`src/logic/char_pkg.sv`:
```
package char_pkg;

  localparam int char_width = 8;

  // width of a 0..35 cipher index
  localparam int index_width = 6;

  localparam logic [char_width-1:0] upper_a = 8'h41;
  localparam logic [char_width-1:0] upper_z = 8'h5A;
  localparam logic [char_width-1:0] lower_a = 8'h61;
  localparam logic [char_width-1:0] lower_z = 8'h7A;
  localparam logic [char_width-1:0] digit_0 = 8'h30;
  localparam logic [char_width-1:0] digit_9 = 8'h39;

  // letters of either case and digits
  function automatic logic char_is_alnum(input logic [char_width-1:0] c);
    logic is_upper;
    logic is_lower;
    logic is_digit;
    is_upper = (c >= upper_a) && (c <= upper_z);
    is_lower = (c >= lower_a) && (c <= lower_z);
    is_digit = (c >= digit_0) && (c <= digit_9);
    return is_upper || is_lower || is_digit;
  endfunction

  // case folded, letters 0..25 then digits 26..35
  function automatic logic [index_width-1:0] char_index(input logic [char_width-1:0] c);
    logic [char_width-1:0] offset;
    if ((c >= upper_a) && (c <= upper_z)) begin
      offset = c - upper_a;
    end else if ((c >= lower_a) && (c <= lower_z)) begin
      offset = c - lower_a;
    end else if ((c >= digit_0) && (c <= digit_9)) begin
      offset = c - digit_0 + 8'd26;
    end else begin
      offset = '0;
    end
    return offset[index_width-1:0];
  endfunction

endpackage

```
`src/logic/cipher_pkg.sv`:
```
package cipher_pkg;

  // characters in a key
  localparam int key_len = 12;

  // 6x6 grid covers the 36 symbol alphabet
  localparam int grid_size = 6;

  // row or column select width
  localparam int grid_sel_width = $clog2(grid_size);

  // key positions feeding each row, row 0 first
  localparam int row_key_order [grid_size] = '{11, 1, 9, 3, 7, 5};

  // key positions feeding each column, column 0 first
  localparam int col_key_order [grid_size] = '{10, 0, 8, 2, 6, 4};

  // row byte in the upper half, column byte in the lower half
  localparam int ctxt_width = 16;

endpackage

```
`src/logic/cipher_top.sv`:
```
`timescale 1ns/1ps

module cipher_top (
  input  logic                                                     clk,
  input  logic                                                     rst_n,
  input  logic [cipher_pkg::key_len-1:0][char_pkg::char_width-1:0] key,
  input  logic                                                     ptxt_valid,
  input  logic [char_pkg::char_width-1:0]                          ptxt_char,
  output logic [cipher_pkg::ctxt_width-1:0]                        ctxt_str,
  output logic                                                     ctxt_ready
);

  logic key_valid;
  logic table_loaded;
  logic advance;
  logic [cipher_pkg::grid_size-1:0][char_pkg::char_width-1:0] row_bytes;
  logic [cipher_pkg::grid_size-1:0][char_pkg::char_width-1:0] col_bytes;

  key_checker u_key_checker (
    .key       (key),
    .key_valid (key_valid)
  );

  rotor_table u_rotor_table (
    .clk          (clk),
    .rst_n        (rst_n),
    .key          (key),
    .key_valid    (key_valid),
    .advance      (advance),
    .row_bytes    (row_bytes),
    .col_bytes    (col_bytes),
    .table_loaded (table_loaded)
  );

  // advance feeds back into the table
  substitution_unit u_substitution_unit (
    .clk          (clk),
    .rst_n        (rst_n),
    .ptxt_valid   (ptxt_valid),
    .ptxt_char    (ptxt_char),
    .table_loaded (table_loaded),
    .row_bytes    (row_bytes),
    .col_bytes    (col_bytes),
    .advance      (advance),
    .ctxt_str     (ctxt_str),
    .ctxt_ready   (ctxt_ready)
  );

endmodule

```
`src/logic/key_checker.sv`:
```
`timescale 1ns/1ps

module key_checker (
  input  logic [cipher_pkg::key_len-1:0][char_pkg::char_width-1:0] key,
  output logic                                                     key_valid
);

  logic [cipher_pkg::key_len-1:0] char_ok;
  logic [cipher_pkg::key_len-1:0] has_dup;

  // every key character must be a letter or digit
  always_comb begin
    for (int i = 0; i < cipher_pkg::key_len; i++) begin
      char_ok[i] = char_pkg::char_is_alnum(key[i]);
    end
  end

  // each position against all later ones
  always_comb begin
    for (int i = 0; i < cipher_pkg::key_len; i++) begin
      has_dup[i] = 1'b0;
      for (int j = i + 1; j < cipher_pkg::key_len; j++) begin
        if (key[i] == key[j]) begin
          has_dup[i] = 1'b1;
        end
      end
    end
  end

  assign key_valid = (&char_ok) && !(|has_dup);

endmodule

```
`src/logic/rotor_table.sv`:
```
`timescale 1ns/1ps

module rotor_table (
  input  logic                                                     clk,
  input  logic                                                     rst_n,
  input  logic [cipher_pkg::key_len-1:0][char_pkg::char_width-1:0] key,
  input  logic                                                     key_valid,
  input  logic                                                     advance,
  output logic [cipher_pkg::grid_size-1:0][char_pkg::char_width-1:0] row_bytes,
  output logic [cipher_pkg::grid_size-1:0][char_pkg::char_width-1:0] col_bytes,
  output logic                                                     table_loaded
);

  logic load_table;
  logic [cipher_pkg::grid_size-1:0][char_pkg::char_width-1:0] key_rows;
  logic [cipher_pkg::grid_size-1:0][char_pkg::char_width-1:0] key_cols;
  logic [cipher_pkg::grid_size-1:0][char_pkg::char_width-1:0] rot_rows;
  logic [cipher_pkg::grid_size-1:0][char_pkg::char_width-1:0] rot_cols;

  // only the first valid key after reset is taken
  assign load_table = key_valid && !table_loaded;

  // key permutation into rows and columns
  always_comb begin
    for (int k = 0; k < cipher_pkg::grid_size; k++) begin
      key_rows[k] = key[cipher_pkg::row_key_order[k]];
      key_cols[k] = key[cipher_pkg::col_key_order[k]];
    end
  end

  // rotate by one, last element wraps to position 0
  assign rot_rows = {row_bytes[cipher_pkg::grid_size-2:0],
                     row_bytes[cipher_pkg::grid_size-1]};
  assign rot_cols = {col_bytes[cipher_pkg::grid_size-2:0],
                     col_bytes[cipher_pkg::grid_size-1]};

  always_ff @(posedge clk or negedge rst_n) begin
    if (!rst_n) begin
      table_loaded <= 1'b0;
    end else if (load_table) begin
      table_loaded <= 1'b1;
    end
  end

  always_ff @(posedge clk or negedge rst_n) begin
    if (!rst_n) begin
      row_bytes <= '0;
      col_bytes <= '0;
    end else if (load_table) begin
      row_bytes <= key_rows;
      col_bytes <= key_cols;
    end else if (advance) begin
      // advance is only raised once the table holds a key
      row_bytes <= rot_rows;
      col_bytes <= rot_cols;
    end
  end

endmodule

```
`src/logic/substitution_unit.sv`:
```
`timescale 1ns/1ps

module substitution_unit (
  input  logic                                                       clk,
  input  logic                                                       rst_n,
  input  logic                                                       ptxt_valid,
  input  logic [char_pkg::char_width-1:0]                            ptxt_char,
  input  logic                                                       table_loaded,
  input  logic [cipher_pkg::grid_size-1:0][char_pkg::char_width-1:0] row_bytes,
  input  logic [cipher_pkg::grid_size-1:0][char_pkg::char_width-1:0] col_bytes,
  output logic                                                       advance,
  output logic [cipher_pkg::ctxt_width-1:0]                          ctxt_str,
  output logic                                                       ctxt_ready
);

  logic                                  char_ok;
  logic [char_pkg::index_width-1:0]      char_idx;
  logic [cipher_pkg::grid_sel_width-1:0] row_sel;
  logic [cipher_pkg::grid_sel_width-1:0] col_sel;
  logic [cipher_pkg::ctxt_width-1:0]     ctxt_next;

  assign char_ok = char_pkg::char_is_alnum(ptxt_char);

  // accept and rotate on the same edge
  assign advance = ptxt_valid && char_ok && table_loaded;

  // index splits into grid row and column
  assign char_idx = char_pkg::char_index(ptxt_char);
  assign row_sel  = cipher_pkg::grid_sel_width'(char_idx / cipher_pkg::grid_size);
  assign col_sel  = cipher_pkg::grid_sel_width'(char_idx % cipher_pkg::grid_size);

  // table state before this edge's rotation
  assign ctxt_next = {row_bytes[row_sel], col_bytes[col_sel]};

  always_ff @(posedge clk or negedge rst_n) begin
    if (!rst_n) begin
      ctxt_ready <= 1'b0;
    end else begin
      ctxt_ready <= advance;
    end
  end

  always_ff @(posedge clk or negedge rst_n) begin
    if (!rst_n) begin
      ctxt_str <= '0;
    end else if (advance) begin
      ctxt_str <= ctxt_next;
    end
  end

endmodule

```
`config.mk`:
```
export PLATFORM = sky130hd
export DESIGN_NAME = cipher_top
export DESIGN_NICKNAME = d
export VERILOG_FILES = /design/src/logic/char_pkg.sv /design/src/logic/cipher_pkg.sv /design/src/logic/cipher_top.sv /design/src/logic/key_checker.sv /design/src/logic/rotor_table.sv /design/src/logic/substitution_unit.sv
export SDC_FILE = /design/constraint.sdc
export NUM_CORES = 1
export LEC_CHECK = 0
export BUFFER_PORTS_ARGS = -buffer_cell sky130_fd_sc_hd__buf_2
export CAP_MARGIN = 25
export CELL_PAD_IN_SITES_DETAIL_PLACEMENT = 1
export CELL_PAD_IN_SITES_GLOBAL_PLACEMENT = 2
export CORE_ASPECT_RATIO = 0.75
export CORE_MARGIN = 2
export CORE_UTILIZATION = 35
export CTS_BUF_LIST = sky130_fd_sc_hd__clkbuf_16
export CTS_CLUSTER_SIZE = 12
export DETAILED_ROUTE_END_ITERATION = 12
export PLACE_DENSITY_LB_ADDON = 0.1
export SETUP_SLACK_MARGIN = 0.1
export SLEW_MARGIN = 20
export SYNTH_ARGS = -nofsm -noshare
export SYNTH_HDL_FRONTEND = slang
export SYNTH_SLANG_ARGS = --single-unit
```
`constraint.sdc`:
```
create_clock -name clk -period 3.3 [get_ports clk]
set_clock_uncertainty 0.15 [all_clocks]
set_input_delay 0.165 -clock clk [delete_from_list [all_inputs] [get_ports clk]]
set_output_delay 0.165 -clock clk [all_outputs]
set_load 0.005 [all_outputs]
```
Word level (Yosys, flattened, before mapping)
Cells that the tools add are included.
{"block": "classes", "order_cmp": 80, "bitwise": 0, "n_eq_ne": 66, "mul": 0, "div": 2, "n_mux": 77, "addsub": 4, "n_reduce_logical": 74, "shift": 0}
{"cell": "== test 8 bit", "count": 66}
{"cell": ">= comparator 8 x 7 -> 1 bit, second input constant", "count": 26}
{"cell": "less-or-equal comparator 8 x 7 -> 1 bit, second input constant", "count": 26}
{"cell": "2-to-1 mux 48 bit", "count": 4}
{"cell": ">= comparator 8 x 6 -> 1 bit, second input constant", "count": 13}
{"cell": "less-or-equal comparator 8 x 6 -> 1 bit, second input constant", "count": 13}
{"cell": "2-to-1 mux 1 bit", "count": 66}
{"cell": "binary-select mux 8 bit (select 3 bit)", "count": 2}
{"cell": "logical AND 1 bit", "count": 43}
{"cell": "divider 6 x 3 -> 32 bit, second input constant", "count": 1}
{"cell": "remainder unit 6 x 3 -> 32 bit, second input constant", "count": 1}
{"cell": "logical OR 1 bit", "count": 26}
{"cell": "2-to-1 mux 6 bit", "count": 3}
{"cell": "2-to-1 mux 8 bit", "count": 2}
{"cell": "AND reduction 12 bit", "count": 1}
{"cell": "subtractor 6 bit, second input constant", "count": 2}
{"cell": "OR reduction 11 bit", "count": 1}
{"cell": "less-than comparator 3 x 4 -> 1 bit, second input constant", "count": 2}
{"cell": "adder 6 x 5 -> 6 bit, second input constant", "count": 1}
{"cell": "subtractor 6 x 1 -> 6 bit, second input constant", "count": 1}
{"cell": "zero test 1 bit", "count": 2}
{"cell": "nonzero test 2 bit", "count": 1}
{"block": "totals", "ram_bits": 0, "latch_bits": 0, "elab_cells": 318, "output_inout_bits": 17, "memories": 0, "rom_bits": 0, "regBits": 114}

Depth between registers and ports, before layout
{"block": "depth", "ltp_word": 17, "mapped_depth": 26, "ltp_nobuf": 23}

Hierarchy
Synthesis repeated with hierarchy kept, for this count alone.
{"block": "unflattened", "hier_cells": 1535, "hier_area_um2": 14380.0}
{"mod": "key_checker", "cells_each": 978, "area_per_inst_um2": 6960.4, "instances": 1, "seq_area_each_um2": 0.0}
{"mod": "rotor_table", "cells_each": 313, "area_per_inst_um2": 5098.6, "instances": 1, "seq_area_each_um2": 2427.3}
{"mod": "substitution_unit", "cells_each": 244, "area_per_inst_um2": 2321.0, "instances": 1, "seq_area_each_um2": 425.4}

Least setup slack after synthesis
No wires, ideal clock.
{"block": "synth_timing", "kind": "in2reg", "startpoint": "input ptxt_char[0] (netlist name)", "endpoint": "register u_substitution_unit.ctxt_str[10] (netlist name)", "required_ns": 3.024, "slack_ns": -2.217, "arrival_ns": 5.241, "setup_ns": 0.126, "path_buffers": 3, "stages": 26, "path_cell_list": "buf_2 -> inv_1 -> ha_1 -> a2bb2oi_1 -> o221a_1 -> or3_1 -> buf_2 -> o21a_1 -> inv_2 -> ha_1 -> nand3_1 -> nor2_1 -> nor4b_2 -> a221oi_4 -> a311oi_1 -> a21oi_1 -> ha_1 -> o21ai_0 -> o21ai_0 -> nor3_1 -> o21ai_0 -> a221oi_4 -> buf_2 -> mux2i_1 -> mux2i_1 -> a221o_1"}
{"block": "synth_via", "elab_chain_cells": 8, "elab_cells_between_ends": 23}
{"element": "start: declaration", "line": "cipher_top.sv:8", "rtl": "input logic [char_pkg::char_width-1:0] ptxt_char,"}
{"element": "subtractor 6 bit (tied with other cells)", "line": "char_pkg.sv:34", "rtl": "offset = c - digit_0 + 8'd26;"}
{"element": "adder 6 x 5 -> 6 bit or logical AND 1 bit (tied branches)", "line": "char_pkg.sv:34, char_pkg.sv:22, char_pkg.sv:33"}
{"element": "2-to-1 mux 6 bit", "line": "char_pkg.sv:33", "rtl": "end else if ((c >= digit_0) && (c <= digit_9)) begin"}
{"element": "2-to-1 mux 6 bit", "line": "char_pkg.sv:31", "rtl": "end else if ((c >= lower_a) && (c <= lower_z)) begin"}
{"element": "2-to-1 mux 6 bit", "line": "char_pkg.sv:29", "rtl": "if ((c >= upper_a) && (c <= upper_z)) begin"}
{"element": "divider 6 x 3 -> 32 bit", "line": "substitution_unit.sv:29", "rtl": "assign row_sel = cipher_pkg::grid_sel_width'(char_idx / cipher_pkg::grid_size);"}
{"element": "binary-select mux 8 bit (select 3 bit)", "line": "substitution_unit.sv:33", "rtl": "assign ctxt_next = {row_bytes[row_sel], col_bytes[col_sel]};"}
{"element": "2-to-1 mux 8 bit (not written as such)", "line": "substitution_unit.sv:33"}
{"element": "end signal: assignment", "line": "substitution_unit.sv:47", "rtl": "ctxt_str <= ctxt_next;"}
{"element": "end: declaration", "line": "substitution_unit.sv:12", "rtl": "output logic [cipher_pkg::ctxt_width-1:0] ctxt_str,"}
Parallel ways exist; a longest one is shown, timed or not. The select of a mux whose other input is x is not followed.
A chain may end at the register's enable or synchronous reset.

Worst setup path in the final report
{"block": "layout_timing", "startpoint": "input ptxt_char[1] (netlist name)", "endpoint": "register u_substitution_unit.ctxt_str[10] (netlist name)"}
The elaborated chain is that of the path after synthesis.

==> run_results.csv <==
group,metric,value,unit
clocking,numCtsBuffers,17,
sta,hold_viol_final,0,
synth,synth_cell_types,66,
place,hpwlAfterDp,50.0,mm
synth,netlist_top_cells_count,"314 x xor2_1, 220 x xnor2_1, 213 x nand2_1",
grt,antenna_found_initial,0,
floorplanning,die_area,40000,µm²
sta,slew_viol_final,0,
setup_path,worstSetupPathType,"primary input to flop",
outcome,status,"finished with violations",
synth,synthFlopType,"dfrtp_1",
sta,period_needed,4.62,ns
setup_path,crit_path_max_fanout,8,
clocking,clkSlewWorstSetupHoldPaths,0.07,ns
place,place_congestion,0.973,
routing,vias,14000,
place,portBuffers,123,
routing,viasPerCell,5.73,
layout,layout.nets,2030,
grt,grt_pass1_vias,14500,
synth,syn_avg_cell_area,7.91,µm²
power_and_ir_drop,p_total,5.55,mW
floorplanning,die_x,230,µm
sta,slew_headroom,55.6,%
synth,syn-cell-area,13500,µm²
clocking,clock-root-buffer,"clkbuf_16",
setup_path,crit_arrival,4.77,ns
floorplanning,coreArea,38100,µm²
setup_path,worstPathRequired,3.45,ns
sta,max_freq,217,MHz
flow_run,drv_cap,0,
clocking,cts_tree,"done",
synth,syn-instance-count,1702,
routing,post-route-drc-count,0,
clocking,clk_path_buf_depth,2,
routing,drt_iter0_drc,1471,
place,pre_cts_slack,-1.94,ns
synth,async_flop_share,100,%
layout,diodes,0,
floorplanning,num_rows,62,
routing,drt-pass1-iter-count,6,
floorplanning,start_util,35.3,%
power_and_ir_drop,ir_worst_vdd,0.352,mV
clocking,clock_latency,0.43,ns
setup_path,endpoint_kind,"flop",
synth,yosysSeqAreaShare,21.2,%
clocking,clock_sink_count,114,
synth,syn_nets,1820,
grt,grt_max_degree,90,
outcome,violations,"setup timing",
setup_path,start_kind,"primary input",
sta,fin_crit_sh,140,%
synth,synthTopCellsByArea,"dfrtp_1 21%, xor2_1 20%, xnor2_1 14%, nand2_1 5.9%, mux2i_1 5.2%",
grt,grt.total_usage,32.7,%
clocking,h-tree-depth,4,
floorplanning,io_pins,124,
floorplanning,die_height,174,µm
synth,synth_edf_count,0,
grt,grt_pass1_wl,97.8,mm
min_path,worstHoldPathType,"primary input to async pin",
routing,totalWireLength,66.1,mm
sta,setup_viol,16,
grt,grt_overflow,0,
synth,ys_warn_count,0,
layout,area_growth,29.8,%
routing,wl_per_cell,27.1,µm
sta,rsz0062_at_grt,"yes",
synth,yosysTopAreaCell,"dfrtp_1",
sta,tightest_slew,0.660,ns
routing,drtAntennaViolNets,0,
sta,layout_setup_ws,-1.32,ns
sta,hold_slack,0.0475,ns
synth,synth_top_area_share,21.2,%
layout,drive_gt1_share,26.4,%
power_and_ir_drop,power_density,318,nW/µm²
synth,ys_ff_latch,114,
power_and_ir_drop,leakagePower,7.60,nW
synth,synth_most_common_cell,"xor2_1",
-- worst max-delay path, cell delays in order --
cell	delay, ns
buf_8	0.10
buf_12	0.12
a2bb2oi_2	0.15
o221a_1	0.23
or3_4	0.34
o21a_1	0.20
inv_2	0.09
ha_4	0.14
nand3_2	0.06
nor2_2	0.11
nor4b_4	0.28
a221oi_4	0.16
xnor2_1	0.17
ha_2	0.31
o2bb2ai_4	0.14
or4_4	0.47
nand2b_4	0.18
a221oi_4	0.38
buf_6	0.18
buf_12	0.14
mux2i_1	0.20
mux2i_1	0.10
a221o_1	0.33
-- stage by stage --
| stage | setup TNS [ns] | cells | instance area, µm² | utilization, % |
|---|---|---|---|---|
| after floorplan | -26.20 | 1702 | 13700 | - |
| after global placement | -32.13 | 2389 | 16400 | 43.2 |
| after detailed placement | -36.68 | 2389 | 16400 | 43.2 |
| after CTS | -19.18 | 2431 | 17400 | 45.6 |
| after global routing | -23.75 | 2437 | 17500 | 45.8 |
| final | -20.27 | 2437 | 17500 | 45.8 |
-- area by class of cell --
| type | count | area (µm²) |
|---|---|---|
| repair buffers | 416 | 3230 |
| multi-input cells | 1323 | 9930 |
| clock buffers | 17 | 425 |
| fillers | 4494 | 20600 |
| clock inverters | 15 | 220 |
| flip-flops and latches | 114 | 2850 |
| inverters | 40 | 160 |
| well taps | 512 | 641 |
-- placed cells by master (no fill, tap or decap), types with 13 or more instances in the layout --
cell type	synthesis	routed
buf_2	7	120
inv_1	37	34
o21ai_0	36	33
dfrtp_1	114	114
mux2i_1	70	67
xor2_1	314	314
buf_12	0	29
nand2_1	213	213
clkbuf_16	0	18
a22oi_1	82	82
a21oi_1	42	42
nor2_1	38	36
nand4_1	61	61
xnor2_1	220	220
o22ai_1	13	13
buf_4	1	260
nor4_1	98	96
-- sequential cells by signal (all words and copies together) (netlist names) --
signal,cells
u_rotor_table.table_loaded,1
u_rotor_table.col_bytes,48
u_substitution_unit.ctxt_ready,1
u_substitution_unit.ctxt_str,16
u_rotor_table.row_bytes,48
-- cell families after synthesis --
logic type / after synthesis / share of synthesized area, %
fa+ha+maj: 11 / 1.02
xor+xnor: 535 / 34.9
compound gates: 244 / 12.8
simple gates: 454 / 16.6
mux: 79 / 5.99
buf+inv: 265 / 7.48
flops: 114 / 21.2
-- repair_timing --
| item | in CTS | in global routing |
|---|---|---|
| endpoints found under the setup margin | 16 | 77 |
| hold endpoints to repair | 71 | 0 |
| pin swaps | 9 | 10 |
| hold buffers | 1 | 0 |
| gates resized for setup | 41 | 9 |
| cloned | 0 | 1 |
| setup buffers | 9 | 5 |
-- power breakdown --
| group | leakage, nW | internal (mW) | switching (mW) | total, mW |
|---|---|---|---|---|
| logic | 5.73 | 0.907 | 1.18 | 2.09 |
| clock network | 0.313 | 1.29 | 0.777 | 2.07 |
| registers | 1.56 | 1.40 | 0.00000277 | 1.40 |
-- worst paths after layout --
kind	from	end	slack, ns	cells after the start
hold reg to reg	u_rotor_table.col_bytes[7]$_DFFE_PN0P_	u_rotor_table.col_bytes[15]$_DFFE_PN0P_	0.34	2
min in group clk	key[8]	u_rotor_table.row_bytes[8]$_DFFE_PN0P_	0.09	3
setup / recovery	ptxt_char[1]	u_substitution_unit.ctxt_str[10]$_DFFE_PN0P_	-1.32	23
max in group asynchronous	rst_n	u_rotor_table.row_bytes[33]$_DFFE_PN0P_	2.11	3
setup reg to reg	u_rotor_table.table_loaded$_DFFE_PN0P_	u_rotor_table.row_bytes[19]$_DFFE_PN0P_	0.55	12
hold / removal	rst_n	u_rotor_table.col_bytes[37]$_DFFE_PN0P_	0.05	2
-- per-layer routing --
layer  part of all wire (%)  routed length (µm)  track usage, %  up-vias
met5                      0                   0               0        -
met4                    1.7                1100            6.67        0
met3                    8.5                5620            7.93       89
met2                     43               28100            47.8      542
met1                     47               31200            48.4     7140
li1                       -                   -               -     6197
Power figures use the tool's default switching activity.
